<file path="config.mk">
export PLATFORM = sky130hd
export DESIGN_NAME = uncache_window_regs
export DESIGN_NICKNAME = d
export VERILOG_FILES = /design/src/hw/cpu_req_pkg.sv /design/src/hw/mem_bus_pkg.sv /design/src/hw/uncache_window_regs.sv
export SDC_FILE = /design/constraint.sdc
export NUM_CORES = 1
export LEC_CHECK = 0
export BUFFER_PORTS_ARGS = -buffer_cell sky130_fd_sc_hd__buf_4
export CELL_PAD_IN_SITES_DETAIL_PLACEMENT = 0
export CELL_PAD_IN_SITES_GLOBAL_PLACEMENT = 1
export CORE_AREA = 2 2 125 139
export CTS_CLUSTER_DIAMETER = 100
export DETAILED_ROUTE_END_ITERATION = 12
export DIE_AREA = 0 0 127 141
export PLACE_DENSITY_LB_ADDON = 0.08
export REMOVE_ABC_BUFFERS = 1
export SLEW_MARGIN = 20
export SYNTH_ARGS = -nofsm -noshare
export SYNTH_HDL_FRONTEND = slang
export SYNTH_SLANG_ARGS = --single-unit
</file>
<file path="constraint.sdc">
create_clock -name clk -period 2.9 [get_ports clk]
set_clock_uncertainty 0.15 [all_clocks]
set_input_delay 0.145 -clock clk [delete_from_list [all_inputs] [get_ports clk]]
set_output_delay 0.145 -clock clk [all_outputs]
set_load 0.005 [all_outputs]
</file>
<file path="src/hw/cpu_req_pkg.sv">
`default_nettype none

package cpu_req_pkg;

    localparam int ADDR_W   = 32;
    localparam int WORD_W   = 32;
    localparam int STRB_W   = 4;    // bytes per word

    // address split as seen by the pipeline
    localparam int TAG_W    = 20;   // addr[31:12]
    localparam int INDEX_W  = 8;    // addr[11:4]
    localparam int OFFSET_W = 4;    // addr[3:0]

    // word lane inside a 16-byte line
    localparam int LANE_LSB = 2;
    localparam int LANE_W   = 2;

    typedef logic [ADDR_W-1:0]   addr_t;
    typedef logic [WORD_W-1:0]   word_t;
    typedef logic [STRB_W-1:0]   wstrb_t;
    typedef logic [TAG_W-1:0]    tag_t;
    typedef logic [INDEX_W-1:0]  index_t;
    typedef logic [OFFSET_W-1:0] offset_t;

    // access type codes shared by the pipeline and the bus
    typedef enum logic [2:0] {
        size_byte = 3'b000,
        size_half = 3'b001,
        size_word = 3'b010,
        size_line = 3'b100
    } access_size_e;

endpackage

`default_nettype wire

</file>
<file path="src/hw/mem_bus_pkg.sv">
`default_nettype none

package mem_bus_pkg;

    localparam int LINE_W      = 128;
    localparam int LINE_STRB_W = 16;    // one bit per line byte
    localparam int LINE_OFF_W  = 4;     // byte offset bits inside a line

    // backing RAM geometry, 1 KB in total
    localparam int RAM_LINES   = 64;
    localparam int RAM_IDX_W   = 6;     // addr[9:4]

    localparam int CFG_DATA_W  = 32;

    typedef logic [LINE_W-1:0]      line_t;
    typedef logic [LINE_STRB_W-1:0] line_strb_t;
    typedef logic [CFG_DATA_W-1:0]  cfg_data_t;

    // config register map
    typedef enum logic [1:0] {
        reg_win_base     = 2'd0,
        reg_win_mask     = 2'd1,
        reg_fill_count   = 2'd2,
        reg_narrow_count = 2'd3
    } cfg_addr_e;

endpackage

`default_nettype wire

</file>
<file path="src/hw/uncache_window_regs.sv">
`timescale 1ns/1ps
`default_nettype none

module uncache_window_regs
    import cpu_req_pkg::*, mem_bus_pkg::*;
(
    input  logic         clk,
    input  logic         rst,
    input  tag_t         tag,
    output logic         uncache,

    // config port
    input  logic         cfg_valid,
    output logic         cfg_ready,
    input  logic         cfg_write,
    input  cfg_addr_e    cfg_addr,
    input  cfg_data_t    cfg_wdata,
    output logic         cfg_rvalid,
    output cfg_data_t    cfg_rdata,

    // snooped bus read handshake
    input  logic         rd_req,
    input  logic         rd_rdy,
    input  access_size_e rd_type
);

    cfg_data_t win_base;
    cfg_data_t win_mask;
    cfg_data_t fill_count;
    cfg_data_t narrow_count;

    logic cfg_wr;
    logic cfg_rd;
    logic rd_fire;

    assign cfg_ready = 1'b1;
    assign cfg_wr    = cfg_valid && cfg_ready && cfg_write;
    assign cfg_rd    = cfg_valid && cfg_ready && !cfg_write;
    assign rd_fire   = rd_req && rd_rdy;

    // mask of zero puts every tag in the window
    assign uncache = (tag & win_mask[TAG_W-1:0]) == (win_base[TAG_W-1:0] & win_mask[TAG_W-1:0]);

    always_ff @(posedge clk) begin
        if (rst) begin
            win_base <= '0;
            win_mask <= '0;
        end else if (cfg_wr) begin
            if (cfg_addr == reg_win_base) begin
                win_base <= cfg_wdata;
            end
            if (cfg_addr == reg_win_mask) begin
                win_mask <= cfg_wdata;
            end
        end
    end

    always_ff @(posedge clk) begin
        if (rst) begin
            fill_count   <= '0;
            narrow_count <= '0;
        end else begin
            if (cfg_wr && (cfg_addr == reg_fill_count)) begin
                fill_count <= '0;                       // clear wins over a fill
            end else if (rd_fire && (rd_type == size_line)) begin
                fill_count <= fill_count + 32'd1;
            end
            if (cfg_wr && (cfg_addr == reg_narrow_count)) begin
                narrow_count <= '0;
            end else if (rd_fire && (rd_type != size_line)) begin
                narrow_count <= narrow_count + 32'd1;
            end
        end
    end

    always_ff @(posedge clk) begin
        if (rst) begin
            cfg_rvalid <= 1'b0;
        end else begin
            cfg_rvalid <= cfg_rd;
        end
    end

    always_ff @(posedge clk) begin
        if (cfg_rd) begin
            case (cfg_addr)
                reg_win_base:     cfg_rdata <= win_base;
                reg_win_mask:     cfg_rdata <= win_mask;
                reg_fill_count:   cfg_rdata <= fill_count;
                reg_narrow_count: cfg_rdata <= narrow_count;
            endcase
        end
    end

endmodule

`default_nettype wire

</file>
==> flow_summary.toml, run 1 <==
[synth]
post-synth-top-area-fraction_pct = 36.0
ys_warn_count = 0
synth_adder_area_share_pct = 0.349
ys_top_cells_by_count = "155 x nand2_1, 129 x dfxtp_1, 76 x a21oi_1"
syn_inst = 737
synth_edf_count = 32
synth_xor_area_share_pct = 8.79
async_flop_share_pct = 0
syn_area_per_cell_sq_um = 9.74
yosysMostFrequentCell = "nand2_1"
synth-seq-area-share_pct = 49.4
ys_seq_elements = 161
synthSimpleGateAreaFrac_pct = 21.1
yosys.area.top_type = "dfxtp_1"
synth_area_sq_mm = 0.00718
synth_compound_area_share_pct = 7.50
ys.flop_type = "dfxtp_1"
synth_mux_area_share_pct = 10.0
synthDistinctLibCells = 41
synth_top_family_by_area = "simple AND/OR/NAND/NOR gates"
ys_top_cells_by_area = "dfxtp_1 36%, edfxtp_1 13%, mux4_2 10%, nand2_1 8.1%, xor2_1 6.2%"

[critical_path]
r2r-end = "narrow_count[25]"
end_kind = "flip-flop"
reg2regPathDepth = 5
worstSetupPathType = "input port to flip-flop"
cp-start-kind = "input port"
cp.arrival_ns = 2.53
worstReg2RegStart = "narrow_count[3]"
worstPathMaxFanout = 38
r2r_slack_ns = 0.64
cp.required_ns = 3.12

[flow_run]
maxCapViolCount = 0

[routing]
vias = 5791
drc = 0
ant_nets = 0
drt-total-wl_mm = 18.7
drt_pass1_iterations = 5
avgRoutedWirePerCell_microns = 17.3
drtIter0Drc = 459
via_per_inst = 5.37

[cts]
clock_latency_ns = 0.42
cts_max_level = 4
cts_root_buf = "clkbuf_16"
cts_tree = "done"
cts_buffers = 17
cts_setup_buffers = 0
cts.sinks = 161
clk_pin_slew_worst_paths_ns = 0.07
cts_max_path_buffers = 2

[worst_hold_path]
hold_end = "narrow_count[1]"
hp-start = "rd_type[1]"
min_path_type = "input port to flip-flop"
hold_depth = 4

[timing]
relSlewSlack_pct = 41.8
hold_ws_ns = 0.0293
finalMaxSlewViolations = 0
post-route-period-util_pct = 79.7
rsz0062_at_grt = "no"
setup_viol = 0
max_freq_mhz = 433
post-route-min-period_ns = 2.31
worstMarginPinSlew_ns = 0.873
setup_tns_ns = 0
hold_viol_final = 0

[die]
die_area_sq_mm = 0.0179
start_util_pct = 43.1
die_w_microns = 127
ios = 98
coreArea_sq_mm = 0.0166
die-height_microns = 141
row_count = 50

[global_route]
grt.overflow.total = 0
grt_pass1_wl_mm = 30.1
grt_pass1_vias = 5629
antenna_found_initial = 0
grt_usage_pct = 21.7
grt_max_degree = 40

[outcome]
status = "completed"

[layout]
diodes = 0
areaGrowthSynthToFinish_pct = 27.0
nets = 922
layout-drive-gt1-share_pct = 21.3

[power]
power.density_mw_per_mm2 = 564
p_leak_nw = 3.34
ir_worst_vdd_v = 0.000389

[place]
portBuffers = 96
place_hpwl_mm = 12.9
gp_congestion = 0.844
[state kept, by name, summed over array words and instances (netlist names)]
register      cells
narrow_count     32
fill_count       32
cfg_rvalid        1
win_base         32
win_mask         32
cfg_rdata        32
[worst max-delay path, cell delays in order]
cell           delay [ns]
buf_4                0.45
and2_1               0.78
buf_4                0.38
nand2_1              0.08
a21oi_1              0.11
dlygate4sd3_1        0.55
[through the flow]
stage | utilization, % | total power, mW | instances | setup WS [ns] | instance area (sq um)
after global routing | 54.8 | 5.31 | 1078 | 0.435 | 9110
after CTS | 54.7 | 5.18 | 1078 | 0.495 | 9110
after floorplan | - | 2.49 | 693 | 0.412 | 7000
final | 54.8 | 5.14 | 1078 | 0.588 | 9110
after detailed placement | 48.7 | 2.68 | 1011 | 0.547 | 8110
after global placement | 48.7 | 2.68 | 1011 | 0.659 | 8110
[cells in the final DEF (no fill, tap or decap), types with 2 or more instances in the layout]
| cell type | n |
|---|---|
| nor3_1 | 4 |
| nor2b_1 | 2 |
| mux4_2 | 32 |
| and3_1 | 15 |
| inv_1 | 6 |
| nor4_1 | 6 |
| or4_1 | 2 |
| bufinv_16 | 5 |
| o21ai_0 | 10 |
| clkinv_2 | 2 |
| nand4_1 | 21 |
| dlygate4sd3_1 | 35 |
| edfxtp_1 | 32 |
| nand2_1 | 155 |
| or3_1 | 10 |
| xor2_1 | 51 |
| dfxtp_1 | 129 |
| buf_4 | 110 |
| a21oi_1 | 76 |
| nor2_1 | 57 |
| nand3_1 | 24 |
| and2_1 | 4 |
| clkinvlp_4 | 7 |
| o31ai_1 | 2 |
| xnor2_1 | 21 |
| and4_1 | 7 |
| clkbuf_16 | 17 |
| ha_1 | 2 |
| a22oi_1 | 10 |
[final cells by class]
class                      instances  area [sq um]
inverter                           6          22.5
timing repair buffer             145          1180
clock inverter                    14           213
fill                            1511          7530
clock buffer                      18           439
tap                              208           260
multi-input combinational        526          3460
sequential                       161          3540
[what timing repair did]
item	in CTS	in global routing
gates resized for setup	0	0
setup endpoints to repair	0	0
hold endpoints to repair	65	0
hold buffers	35	0
[cell families (layout without fill, tap and decap cells)]
logic type | count (synthesis) | after routing
and+or+nand+nor | 319 | 319
DFF | 161 | 161
AOI/OAI and AO/OA | 100 | 100
xor gates and xnor gates | 72 | 72
buffers and inverters | 50 | 183
muxes | 32 | 32
adders and majority gates | 2 | 2
other | 1 | 1
[power by group]
part           total (mW)  leakage, nW  switching [mW]  internal [mW]
Sequential           2.34         1.35          0.0206           2.32
Combinational       0.330         1.70           0.161          0.169
Clock                2.48        0.296           0.929           1.55
[worst max-delay path by stage]
stage                  endpoint  cells after the start            start  slack (ns)
2_1_floorplan  narrow_count[25]                      5  narrow_count[2]        0.41
3_3_place_gp        win_base[6]                      5      cfg_addr[0]        0.66
3_5_place_dp       win_base[15]                      5      cfg_addr[0]        0.55
4_1_cts             win_base[4]                      6      cfg_addr[0]        0.50
5_1_grt             win_mask[1]                      6      cfg_addr[0]        0.44
6_report            win_mask[1]                      6      cfg_addr[0]        0.59
[routing by layer]
| layer | track usage [%] | routed length [microns] | share of wire, % | vias to the layer above |
|---|---|---|---|---|
| li1 | - | - | - | 2819 |
| met1 | 29.2 | 8810 | 47 | 2823 |
| met2 | 35.2 | 8810 | 47 | 126 |
| met3 | 4.02 | 774 | 4.1 | 23 |
| met4 | 7.29 | 294 | 1.6 | 0 |
| met5 | 0 | 0 | 0 | - |
Power figures use the tool's default switching activity.
==> inputs of run 2 (changes only) <==
CORE_AREA = 2 2 131 146   (was 2 2 125 139)
DIE_AREA = 0 0 133 148   (was 0 0 127 141)
clock period = 1.9 ns   (was 2.9 ns; I/O delays follow)
==> run 2 against run 1 <==
Compared with the run above: the flow now finishes with violations (setup timing); utilization is 0.15 points lower; combinational power up 64%; non-clock buffer count grew 65; largest cell class is now multi-input gates.
==> flow_summary.toml, run 2 (same netlist as run 1, synthesis figures left out) <==
[flow_run]
maxCapViolCount = 0

[place]
place_hpwl_mm = 14.2
gp_congestion = 0.842
place_ws_ns = -0.117
portBuffers = 96

[layout]
nets = 987
finalCoreUtilization_pct = 54.6
layout-drive-gt1-share_pct = 30.1
areaGrowthSynthToFinish_pct = 38.1
final_cell_mix = "173 x buf_4, 154 x nand2_1, 119 x dfxtp_1, 75 x a21oi_1, 56 x nor2_1"
diodes = 0
final_common_cell = "buf_4"

[die]
die_w_microns = 133
coreArea_sq_mm = 0.0182
die_area_sq_mm = 0.0197
row_count = 52
die-height_microns = 148
ios = 98
start_util_pct = 39.5

[outcome]
violations = "setup timing"
status = "complete, but fails checks"

[cts]
cts_max_level = 4
cts_max_path_buffers = 2
cts_root_buf = "clkbuf_16"
cts_tree = "done"
clock_latency_ns = 0.43
clk_pin_slew_worst_paths_ns = 0.06
cts_buffers = 17
cts.sinks = 161

[timing]
setup_tns_ns = -0.144
hold_viol_final = 0
max_freq_mhz = 489
post-route-min-period_ns = 2.04
finalMaxSlewViolations = 0
worst_slack_ns = -0.144
hold_ws_ns = 0.0276
rsz0062_at_grt = "yes"
post-route-period-util_pct = 108
worstMarginPinSlew_ns = 0.763
setup_viol = 1
relSlewSlack_pct = 49.1

[routing]
avgRoutedWirePerCell_microns = 17.0
via_per_inst = 5.15
vias = 6066
drc = 0
drt-total-wl_mm = 20.0
drt_pass1_iterations = 6
ant_nets = 0
drtIter0Drc = 390

[critical_path]
cp.arrival_ns = 1.80
end_kind = "primary output"
worstPathMaxFanout = 3
slowest_delay_ns = 0.34
worstReg2RegStart = "fill_count[8]"
r2r_slack_ns = 0.03
crit_path_top_delay_cell = "dfxtp_1"
cp-start-kind = "flip-flop"
path_cells = "xor2_1 -> a22oi_2 -> nand4_1 -> nor3_4 -> buf_4"
crit_family = "simple AND/OR/NAND/NOR gates"
reg2regPathDepth = 6
cp.required_ns = 1.65
worstSetupPathType = "flip-flop to primary output"
path_buf_inv = 1
r2r-end = "fill_count[24]"

[global_route]
grt_usage_pct = 21.0
antenna_found_initial = 1
grt_max_degree = 66
grt_pass1_wl_mm = 31.9
grt_pass1_vias = 5881
grt.overflow.total = 0

[worst_hold_path]
hold_end = "win_base[14]"
min_path_type = "input port to flip-flop"
hp-start = "cfg_valid"
hold_depth = 5

[power]
p_leak_nw = 3.84
power.density_mw_per_mm2 = 817
ir_worst_vdd_v = 0.000625
power_mw = 8.10
[run 2: changes by cell type in the layout (fill, tap and decap cells not counted), moves of 4 or more]
cell        change
buf_12          +4
buf_4          +63
dfxtp_1        -10
dfxtp_2         +8
nor4_1          -5
nor4_4          +4
clkinvlp_4      -7
[run 2: layer usage]
metal	GRT usage (%)	wire, microns	share of wire [%]
met1	28.8	9380	47
met2	33.5	9390	47
met3	4.29	950	4.8
met4	6.18	257	1.3
met5	0	13	0.065
[run 2: layout make-up]
type,instances,area [sq um]
Multi-Input combinational cell,526,3630
Tap cell,243,304
Inverter,6,22.5
Sequential cell,161,3560
Clock inverter,12,225
Timing Repair Buffer,210,1710
Clock buffer,20,467
Fill cell,1635,8240
[run 2: worst max-delay path by stage]
stage                    startpoint               end  slack (ns)  depth (start not counted)
floorplan           narrow_count[2]  narrow_count[25]       -0.59                          5
global placement         rd_type[1]    fill_count[31]       -0.09                          7
CTS                    win_base[19]           uncache       -0.18                          7
global route           win_base[13]           uncache       -0.28                          7
detailed placement       rd_type[1]    fill_count[31]       -0.12                          7
finish                  win_base[0]           uncache       -0.14                          5
[run 2: stage by stage]
stage	cell area, sq um	cells
after floorplan	7000	693
after global routing	9910	1178
after global placement	8670	1109
after detailed placement	8670	1109
after CTS	9720	1174
final	9910	1178
[run 2: what timing repair did]
action	4_1_cts	5_1_grt
resized for setup	5	38
buffers inserted	0	4
hold endpoints to repair	65	0
hold buffers	33	0
pin swaps	3	17
endpoints found under the setup margin	7	25
[run 2: tightest hold or removal path: cells and delay by family]
kind                   cells  cell delay [ns]
and+or+nand+nor            3             0.27
buffers and inverters      1             0.12
AOI/OAI and AO/OA          1             0.06
[run 2: power breakdown]
part	internal, mW	switching, mW
Clock	2.58	1.41
Combinational	0.284	0.257
Sequential	3.54	0.0314
Total	6.40	1.70
