## src/hw/cpu_req_pkg.sv

```systemverilog
`default_nettype none

package cpu_req_pkg;

    localparam int ADDR_W   = 32;
    localparam int WORD_W   = 32;
    localparam int STRB_W   = 4;    // bytes per word

    // address split as seen by the pipeline
    localparam int TAG_W    = 20;   // addr[31:12]
    localparam int INDEX_W  = 8;    // addr[11:4]
    localparam int OFFSET_W = 4;    // addr[3:0]

    // word lane inside a 16-byte line
    localparam int LANE_LSB = 2;
    localparam int LANE_W   = 2;

    typedef logic [ADDR_W-1:0]   addr_t;
    typedef logic [WORD_W-1:0]   word_t;
    typedef logic [STRB_W-1:0]   wstrb_t;
    typedef logic [TAG_W-1:0]    tag_t;
    typedef logic [INDEX_W-1:0]  index_t;
    typedef logic [OFFSET_W-1:0] offset_t;

    // access type codes shared by the pipeline and the bus
    typedef enum logic [2:0] {
        size_byte = 3'b000,
        size_half = 3'b001,
        size_word = 3'b010,
        size_line = 3'b100
    } access_size_e;

endpackage

`default_nettype wire

```

## src/hw/mem_bus_pkg.sv

```systemverilog
`default_nettype none

package mem_bus_pkg;

    localparam int LINE_W      = 128;
    localparam int LINE_STRB_W = 16;    // one bit per line byte
    localparam int LINE_OFF_W  = 4;     // byte offset bits inside a line

    // backing RAM geometry, 1 KB in total
    localparam int RAM_LINES   = 64;
    localparam int RAM_IDX_W   = 6;     // addr[9:4]

    localparam int CFG_DATA_W  = 32;

    typedef logic [LINE_W-1:0]      line_t;
    typedef logic [LINE_STRB_W-1:0] line_strb_t;
    typedef logic [CFG_DATA_W-1:0]  cfg_data_t;

    // config register map
    typedef enum logic [1:0] {
        reg_win_base     = 2'd0,
        reg_win_mask     = 2'd1,
        reg_fill_count   = 2'd2,
        reg_narrow_count = 2'd3
    } cfg_addr_e;

endpackage

`default_nettype wire

```

## src/hw/passthru_dcache.sv

```systemverilog
`timescale 1ns/1ps
`default_nettype none

module passthru_dcache
    import cpu_req_pkg::*, mem_bus_pkg::*;
(
    input  logic         clk,
    input  logic         rst,

    // pipeline side
    input  logic         valid,
    input  logic         op,        // 1 store, 0 load
    input  logic         uncache,
    input  index_t       index,
    input  tag_t         tag,
    input  offset_t      offset,
    input  wstrb_t       wstrb,
    input  word_t        wdata,
    input  access_size_e size,
    output logic         addr_ok,
    output logic         data_ok,
    output word_t        rdata,

    // memory bus side
    output logic         rd_req,
    output access_size_e rd_type,
    output addr_t        rd_addr,
    input  logic         rd_rdy,
    input  logic         ret_valid,
    input  logic         ret_last,
    input  line_t        ret_data,
    output logic         wr_req,
    output addr_t        wr_addr,
    output line_strb_t   wr_wstrb,
    output line_t        wr_data,
    input  logic         wr_rdy
);

    typedef enum logic [2:0] {
        IDLE,
        LOOK_UP,
        READ_REQ,
        READ_WAIT,
        WRITE_REQ
    } state_e;

    state_e state;
    state_e next_state;

    // request buffer, loaded when a request is taken
    logic         op_buf;
    logic         uncache_buf;
    tag_t         tag_buf;
    index_t       index_buf;
    offset_t      offset_buf;
    wstrb_t       wstrb_buf;
    word_t        wdata_buf;
    access_size_e size_buf;

    addr_t             req_addr;
    logic [LANE_W-1:0] lane;
    logic              take;
    logic              done;

    assign take = (state == IDLE) && valid;

    always_ff @(posedge clk) begin
        if (rst) begin
            state <= IDLE;
        end else begin
            state <= next_state;
        end
    end

    always_comb begin
        next_state = state;
        case (state)
            IDLE: begin
                if (valid) begin
                    next_state = LOOK_UP;
                end
            end
            LOOK_UP: begin
                next_state = op_buf ? WRITE_REQ : READ_REQ;
            end
            READ_REQ: begin
                if (rd_rdy) begin
                    next_state = READ_WAIT;     // read accepted this cycle
                end
            end
            READ_WAIT: begin
                if (ret_valid && ret_last) begin
                    next_state = IDLE;
                end
            end
            WRITE_REQ: begin
                if (wr_rdy) begin
                    next_state = IDLE;          // single beat, done on accept
                end
            end
            default: begin
                next_state = IDLE;
            end
        endcase
    end

    always_ff @(posedge clk) begin
        if (take) begin
            op_buf      <= op;
            uncache_buf <= uncache;
            tag_buf     <= tag;
            index_buf   <= index;
            offset_buf  <= offset;
            wstrb_buf   <= wstrb;
            wdata_buf   <= wdata;
            size_buf    <= size;
        end
    end

    assign req_addr = {tag_buf, index_buf, offset_buf};
    assign lane     = req_addr[LANE_LSB +: LANE_W];

    // read channel, line fill unless the window says uncached
    assign rd_req  = (state == READ_REQ);
    assign rd_type = uncache_buf ? size_buf : size_line;
    assign rd_addr = uncache_buf ? req_addr : {tag_buf, index_buf, {OFFSET_W{1'b0}}};

    // write channel, word placed in its lane of the line
    assign wr_req   = (state == WRITE_REQ);
    assign wr_addr  = req_addr;
    assign wr_wstrb = line_strb_t'(wstrb_buf) << (lane * STRB_W);
    assign wr_data  = line_t'(wdata_buf) << (lane * WORD_W);

    // both handshakes complete in the same cycle
    assign done = ((state == READ_WAIT) && ret_valid && ret_last)
                || ((state == WRITE_REQ) && wr_rdy);

    assign addr_ok = done;
    assign data_ok = done;
    assign rdata   = ret_data[lane * WORD_W +: WORD_W];    // whole word, no narrowing

endmodule

`default_nettype wire

```

## config.mk

```make
export PLATFORM = sky130hd
export DESIGN_NAME = passthru_dcache
export DESIGN_NICKNAME = d
export VERILOG_FILES = /design/src/hw/cpu_req_pkg.sv /design/src/hw/mem_bus_pkg.sv /design/src/hw/passthru_dcache.sv
export SDC_FILE = /design/constraint.sdc
export NUM_CORES = 1
export LEC_CHECK = 0
export BUFFER_PORTS_ARGS = -buffer_cell sky130_fd_sc_hd__buf_2
export CORE_AREA = 2 2 179 181
export CTS_CLUSTER_SIZE = 20
export DETAILED_ROUTE_END_ITERATION = 12
export DIE_AREA = 0 0 181 183
export HOLD_SLACK_MARGIN = 0.06
export PLACE_DENSITY = 0.47
export SYNTH_ARGS = -nofsm -noshare
export SYNTH_HDL_FRONTEND = slang
export SYNTH_SLANG_ARGS = --single-unit
```

## constraint.sdc

```tcl
create_clock -name clk -period 9.23 [get_ports clk]
set_input_delay 1.846 -clock clk [delete_from_list [all_inputs] [get_ports clk]]
set_output_delay 1.846 -clock clk [all_outputs]
set_load 0.01 [all_outputs]
```

==> impl_metrics.py, run 1 <==
metrics = {
    "outcome": {
        "status": "finished clean",
    },
    "route": {
        "routed_wl_um": 19300,
        "drc": 0,
        "ant_nets": 0,
        "first_pass_iters": 4,
        "viasPerCell": 3.79,
        "first_iter_violations": 88,
        "wl_per_cell_um": 16.7,
        "route.vias.total": 4393,
    },
    "placement": {
        "gp_congestion": 0.718,
        "portBuffers": 454,
        "dp_hpwl_um": 15000,
        "dp.cells": 1142,
    },
    "logic_synthesis": {
        "yosysUniqueCellTypes": 28,
        "ys_async_sr_fraction_pct": 0,
        "postSynthCellCount": 336,
        "synth_top_family_by_area": "simple AND/OR/NAND/NOR gates",
        "syn_area_per_cell_um2": 13.2,
        "syn-num-nets": 544,
        "synth_top_area_share_pct": 49.2,
        "synth_xor_area_share_pct": 0,
        "synth_compound_area_share_pct": 0.675,
        "synthTopCellsByCount": "114 x and2_1, 73 x edfxtp_1, 36 x and3_1",
        "synthFlopType": "edfxtp_1",
        "yosysWarnings": 0,
        "synth_simple_gate_area_share_pct": 23.4,
        "synth-seq-cells": 76,
        "yosysSeqAreaShare_pct": 50.6,
        "synth_edf_count": 73,
        "yosysMostFrequentCell": "and2_1",
        "synthTopCellsByArea": "edfxtp_1 49%, mux4_2 16%, and2_1 16%",
        "yosys.area.top_type": "edfxtp_1",
        "synthMuxAreaShare_pct": 16.4,
        "synthAdderAreaFrac_pct": 0,
        "syn-cell-area_um2": 4450,
    },
    "timing": {
        "period_needed_ns": 4.66,
        "hold_viol_final": 0,
        "fmaxAchievable_mhz": 215,
        "worst_slew_pin_slew_ns": 0.990,
        "setup-tns-final_ns": 0,
        "slew_headroom_pct": 34.0,
        "grt_setup_unrepaired": "no",
        "finalMaxSlewViolations": 0,
        "setup-violations-final": 0,
        "fin_crit_sh_pct": 50.5,
        "clock_skew_ns": 0.0107,
    },
    "final_layout": {
        "final_cells": 1159,
        "final.fill_count": 3405,
        "final_core_utilization_pct": 23.1,
        "synthToLayoutAreaGrowth_pct": 62.0,
        "drive_above_1_share_pct": 67.6,
        "nets": 959,
    },
    "worst_setup_path": {
        "crit_arrival_ns": 2.82,
        "slowest_delay_ns": 0.84,
        "start_kind": "flip-flop",
        "cp_max_fo": 44,
        "cpMostUsedCell": "buf_4",
        "end_kind": "output pin",
        "slowest_stage": "nor2b_4",
        "crit_chain": "buf_4 > buf_4 > nor2b_4 > and2_1 > buf_2",
        "critPathKind": "flip-flop to output pin",
        "r2r_slack_ns": 7.33,
        "cp.required_ns": 7.38,
    },
    "grt": {
        "grt_use_met2_pct": 19.7,
        "grt_pass1_vias": 4374,
        "antenna_found_initial": 3,
        "grt_max_degree": 74,
        "grt_first_pass_wirelength_um": 27000,
        "grtUsageMet3_pct": 3.69,
        "busiest_layer": "met2",
        "grtUsageTotal_pct": 11.2,
        "gr-total-overflow": 0,
        "grtUsageMet1_pct": 11.8,
    },
    "cts": {
        "cts-root-buf": "clkbuf_16",
        "post_cts_resized": 0,
        "cts_tree": "yes",
        "postCtsSetupBuffers": 0,
        "clock-sinks": 76,
        "clk_pin_slew_worst_paths_ns": 0.07,
        "insertion_delay_ns": 0.35,
        "cts.path.max_buffers": 2,
        "cts-htree-levels": 3,
        "ctsHoldBuffers": 0,
        "numCtsBuffers": 9,
    },
    "floorplanning": {
        "die_y_um": 183,
        "start_util_pct": 14.3,
        "die_w_um": 181,
        "rows": 65,
        "io_pins": 455,
        "core_area_um2": 31200,
        "die-area_um2": 33100,
    },
    "pwr": {
        "ir_drop_uv": 70.8,
        "p_per_area_nw_per_um2": 151,
        "power.leakage_nw": 3.66,
    },
    "min_path": {
        "min_path_type": "flip-flop to flip-flop",
    },
    "flow_run": {
        "maxCapViolations": 0,
    },
}
## routing by layer
metal | up-vias | wire, µm
met1 | 2052 | 7040
met2 | 287 | 9670
met4 | 4 | 882
met5 | - | 25
met3 | 31 | 1690
li1 | 2019 | -
## final cells by class
class,count,area [µm²],area share (%)
clock inverter,7,90.1,1.25
tap,402,503,6.97
sequential,76,2250,31.2
antenna,1,2.50,0.0347
multi-input combinational,203,1820,25.2
timing repair buffer,460,2320,32.1
clock buffer,9,225,3.12
inverter,1,3.75,0.0520
## registers in the layout, indices dropped and copies added (netlist names)
name         flops
wstrb_buf        4
index_buf        8
size_buf         3
tag_buf         20
uncache_buf      1
offset_buf       4
wdata_buf       32
state            3
op_buf           1
## worst max-delay path: cells and delay by family, from the launching register on
kind | cells | cell delay, ns
buffers and inverters | 3 | 1.05
DFF | 1 | 0.32
and+or+nand+nor | 2 | 1.08
## cell usage in the layout, fill, tap and decap left out
| master | n |
|---|---|
| a22oi_1 | 1 |
| nor2b_4 | 1 |
| inv_6 | 2 |
| clkbuf_16 | 9 |
| or2_1 | 1 |
| diode_2 | 1 |
| nand2_1 | 2 |
| dfxtp_1 | 3 |
| o2bb2ai_1 | 1 |
| edfxtp_1 | 73 |
| clkinv_4 | 1 |
| and2b_1 | 1 |
| a211oi_1 | 1 |
| nor3_1 | 3 |
| nor2_4 | 1 |
| a31oi_1 | 1 |
| buf_4 | 6 |
| nor4b_4 | 1 |
| nand2b_1 | 1 |
| nand3_1 | 2 |
| bufinv_16 | 1 |
| mux2i_1 | 1 |
| nor2_1 | 1 |
| buf_2 | 454 |
| and2_1 | 114 |
| and3_1 | 36 |
| mux4_2 | 32 |
| nor3b_1 | 2 |
| inv_8 | 3 |
| inv_1 | 1 |
## cell families (layout without fill, tap and decap cells)
group	count (synthesis)	count (layout)
other cells	0	1
compound gates	4	4
buf+inv	57	477
flops	76	76
simple gates	166	166
mux	33	33
## report_power, final
part	switching [W]	total, W	internal [W]
clock network	0.000165	0.000383	0.000218
registers	0.0000208	0.000435	0.000414
logic	0.000143	0.000273	0.000130
total	0.000329	0.00109	0.000762
## through the flow
step | hold slack [ns] | setup WS [ns] | instance area [µm²] | total power, W
floorplan | 0.489 | 2.82 | 4460 | 0.000588
global placement | 0.574 | 4.74 | 6900 | 0.000720
detailed placement | 0.582 | 4.75 | 6900 | 0.000720
CTS | 0.581 | 4.46 | 7210 | 0.00111
global route | 0.609 | 4.33 | 7210 | 0.00115
finish | 0.580 | 4.57 | 7210 | 0.00109
## path summary, 6_finish.rpt
path / cells after the start / from / end
setup / recovery: 5 / offset_buf[3]$_DFFE_PP_ / wr_data[69]
hold / removal: 1 / state[2]$_SDFFE_PP0P_ / state[0]$_SDFFE_PP0P_
setup reg to reg: 2 / state[0]$_SDFFE_PP0P_ / wdata_buf[16]$_DFFE_PP_
hold reg to reg: 1 / state[2]$_SDFFE_PP0P_ / state[0]$_SDFFE_PP0P_
(Power assumes the default switching activity.)
==> run 2: changes to the inputs <==
CORE_AREA = 2 2 177 179   (was 2 2 179 181)
DIE_AREA = 0 0 179 181   (was 0 0 181 183)
PLACE_DENSITY = 0.46   (was 0.47)
clock period = 4.6 ns   (was 9.23 ns; I/O delays follow)
==> run 2 against run 1 <==
- worst hold slack gained 0.016 ns
- core utilization increased by 0.65 points
- critical path type unchanged
- sequential power grew 100%
- worst setup slack lost 3.2 ns
- largest power group unchanged
- largest cell class unchanged
==> impl_metrics.py, run 2 (same netlist as run 1, synthesis figures left out) <==
metrics = {
    "outcome": {
        "status": "finished clean",
    },
    "grt": {
        "grt_max_degree": 64,
        "grt_first_pass_wirelength_um": 27700,
        "grt_pass1_vias": 4224,
        "antenna_found_initial": 5,
        "gr-total-overflow": 0,
        "grtUsageTotal_pct": 12.0,
    },
    "worst_setup_path": {
        "reg2reg_from": "state[0]$_SDFFE_PP0P_",
        "cp_max_fo": 63,
        "cp.required_ns": 3.68,
        "start_kind": "flip-flop",
        "end_kind": "output pin",
        "critical_path_depth": 3,
        "r2r-end": "wdata_buf[24]$_DFFE_PP_",
        "setup.worst_path.start": "offset_buf[3]$_DFFE_PP_",
        "crit_chain": "buf_4 > mux4_2 > buf_2",
        "slowest_delay_ns": 0.61,
        "cp_top_family": "buffers and inverters",
        "path_buf_inv": 2,
        "crit_arrival_ns": 2.27,
        "slowest_stage": "buf_4",
        "critPathKind": "flip-flop to output pin",
        "reg2reg_depth": 2,
        "r2r_slack_ns": 2.56,
        "cp-endpoint": "rdata[0]",
    },
    "placement": {
        "portBuffers": 454,
        "postPlaceCellArea_um2": 6910,
        "gp_congestion": 0.766,
        "post-place-ws_ns": 1.69,
        "dp_hpwl_um": 16300,
    },
    "cts": {
        "clk_pin_slew_worst_paths_ns": 0.06,
        "insertion_delay_ns": 0.35,
        "cts-root-buf": "clkbuf_16",
        "post_cts_resized": 0,
        "ctsHoldBuffers": 0,
        "clock-sinks": 76,
        "postCtsSetupBuffers": 0,
        "numCtsBuffers": 9,
        "cts.path.max_buffers": 2,
        "cts-htree-levels": 3,
        "cts_tree": "yes",
    },
    "timing": {
        "hold_viol_final": 0,
        "worst_slew_pin_slew_ns": 0.915,
        "setup-tns-final_ns": 0,
        "fin_crit_sh_pct": 69.4,
        "grt_setup_unrepaired": "no",
        "fmaxAchievable_mhz": 313,
        "setup-violations-final": 0,
        "period_needed_ns": 3.19,
        "finalMaxSlewViolations": 0,
        "slew_headroom_pct": 38.8,
        "setup_ws_ns": 1.41,
        "clock_skew_ns": 0.00730,
    },
    "route": {
        "viasPerCell": 3.76,
        "route.vias.total": 4331,
        "wl_per_cell_um": 17.9,
        "first_iter_violations": 142,
        "routed_wl_um": 20600,
        "ant_nets": 0,
        "first_pass_iters": 4,
        "drc": 0,
    },
    "final_layout": {
        "fin_area_um2": 7210,
        "final_cell_mix": "454 x buf_2, 114 x and2_1, 73 x edfxtp_1",
        "synthToLayoutAreaGrowth_pct": 61.9,
        "largest_register": "wdata_buf",
        "final_core_utilization_pct": 23.7,
        "largest_register_ffs": 32,
        "drive_above_1_share_pct": 67.5,
        "nets": 958,
        "largestRegisters": "wdata_buf (32), tag_buf (20), index_buf (8)",
        "final_common_cell": "buf_2",
    },
    "floorplanning": {
        "die_w_um": 179,
        "core_area_um2": 30300,
        "io_pins": 455,
        "start_util_pct": 14.7,
        "die_y_um": 181,
        "rows": 64,
        "die-area_um2": 32400,
    },
    "pwr": {
        "power.leakage_nw": 3.66,
        "finalPower_w": 0.00216,
        "ir_drop_uv": 168,
        "p_per_area_nw_per_um2": 300,
    },
    "flow_run": {
        "maxCapViolations": 0,
    },
    "min_path": {
        "min_path_type": "flip-flop to flip-flop",
        "hold_path_startpoint": "state[2]$_SDFFE_PP0P_",
    },
}
[run 2: cell count changes in the layout (fill, tap and decap cells not counted)]
cell / before / now
buf_12: 0 / 2
inv_8: 3 / 1
buf_4: 6 / 3
clkinv_2: 0 / 3
inv_6: 2 / 1
[run 2: final cells by class]
cell class	count	area [µm²]
fillers	3279	23100
repair buffers	459	2330
flip-flops and latches	76	2250
multi-input cells	203	1820
well taps	396	495
clock buffers	9	225
clock inverters	7	73.8
inverters	1	3.75
diodes	1	2.50
[run 2: worst min path at each step]
stage / endpoint / slack (ns) / cells past startpoint
after floorplan: state[0]$_SDFFE_PP0P_ / 0.52 / 1
after global placement: state[0]$_SDFFE_PP0P_ / 0.58 / 1
after detailed placement: state[0]$_SDFFE_PP0P_ / 0.59 / 1
after CTS: state[0]$_SDFFE_PP0P_ / 0.60 / 1
after global routing: state[0]$_SDFFE_PP0P_ / 0.62 / 1
final: state[0]$_SDFFE_PP0P_ / 0.60 / 1
[run 2: worst reg2reg max path: cells and delay by family, from the launching register on]
family	cells	cell delay (ns)
and+or+nand+nor	1	0.84
DFF	1	0.40
buffers and inverters	1	0.37
[run 2: metrics by stage]
stage,hold slack (ns),instances
2_1_floorplan,0.522,336
3_3_place_gp,0.581,1135
3_5_place_dp,0.589,1135
4_1_cts,0.598,1151
5_1_grt,0.623,1151
6_report,0.596,1152
[run 2: metal layers]
| layer | global-route usage (%) | part of all wire [%] | vias up |
|---|---|---|---|
| li1 | - | - | 2012 |
| met1 | 12.1 | 35 | 1997 |
| met2 | 22.6 | 53 | 291 |
| met3 | 3.70 | 9.8 | 27 |
| met4 | 4.91 | 2.6 | 4 |
| met5 | 0 | 0.15 | - |
[run 2: power breakdown]
group | switching (W) | leakage (nW) | total (W) | internal, W
Combinational | 0.000281 | 2.79 | 0.000547 | 0.000265
Clock | 0.000310 | 0.151 | 0.000734 | 0.000424
Sequential | 0.0000526 | 0.722 | 0.000882 | 0.000830
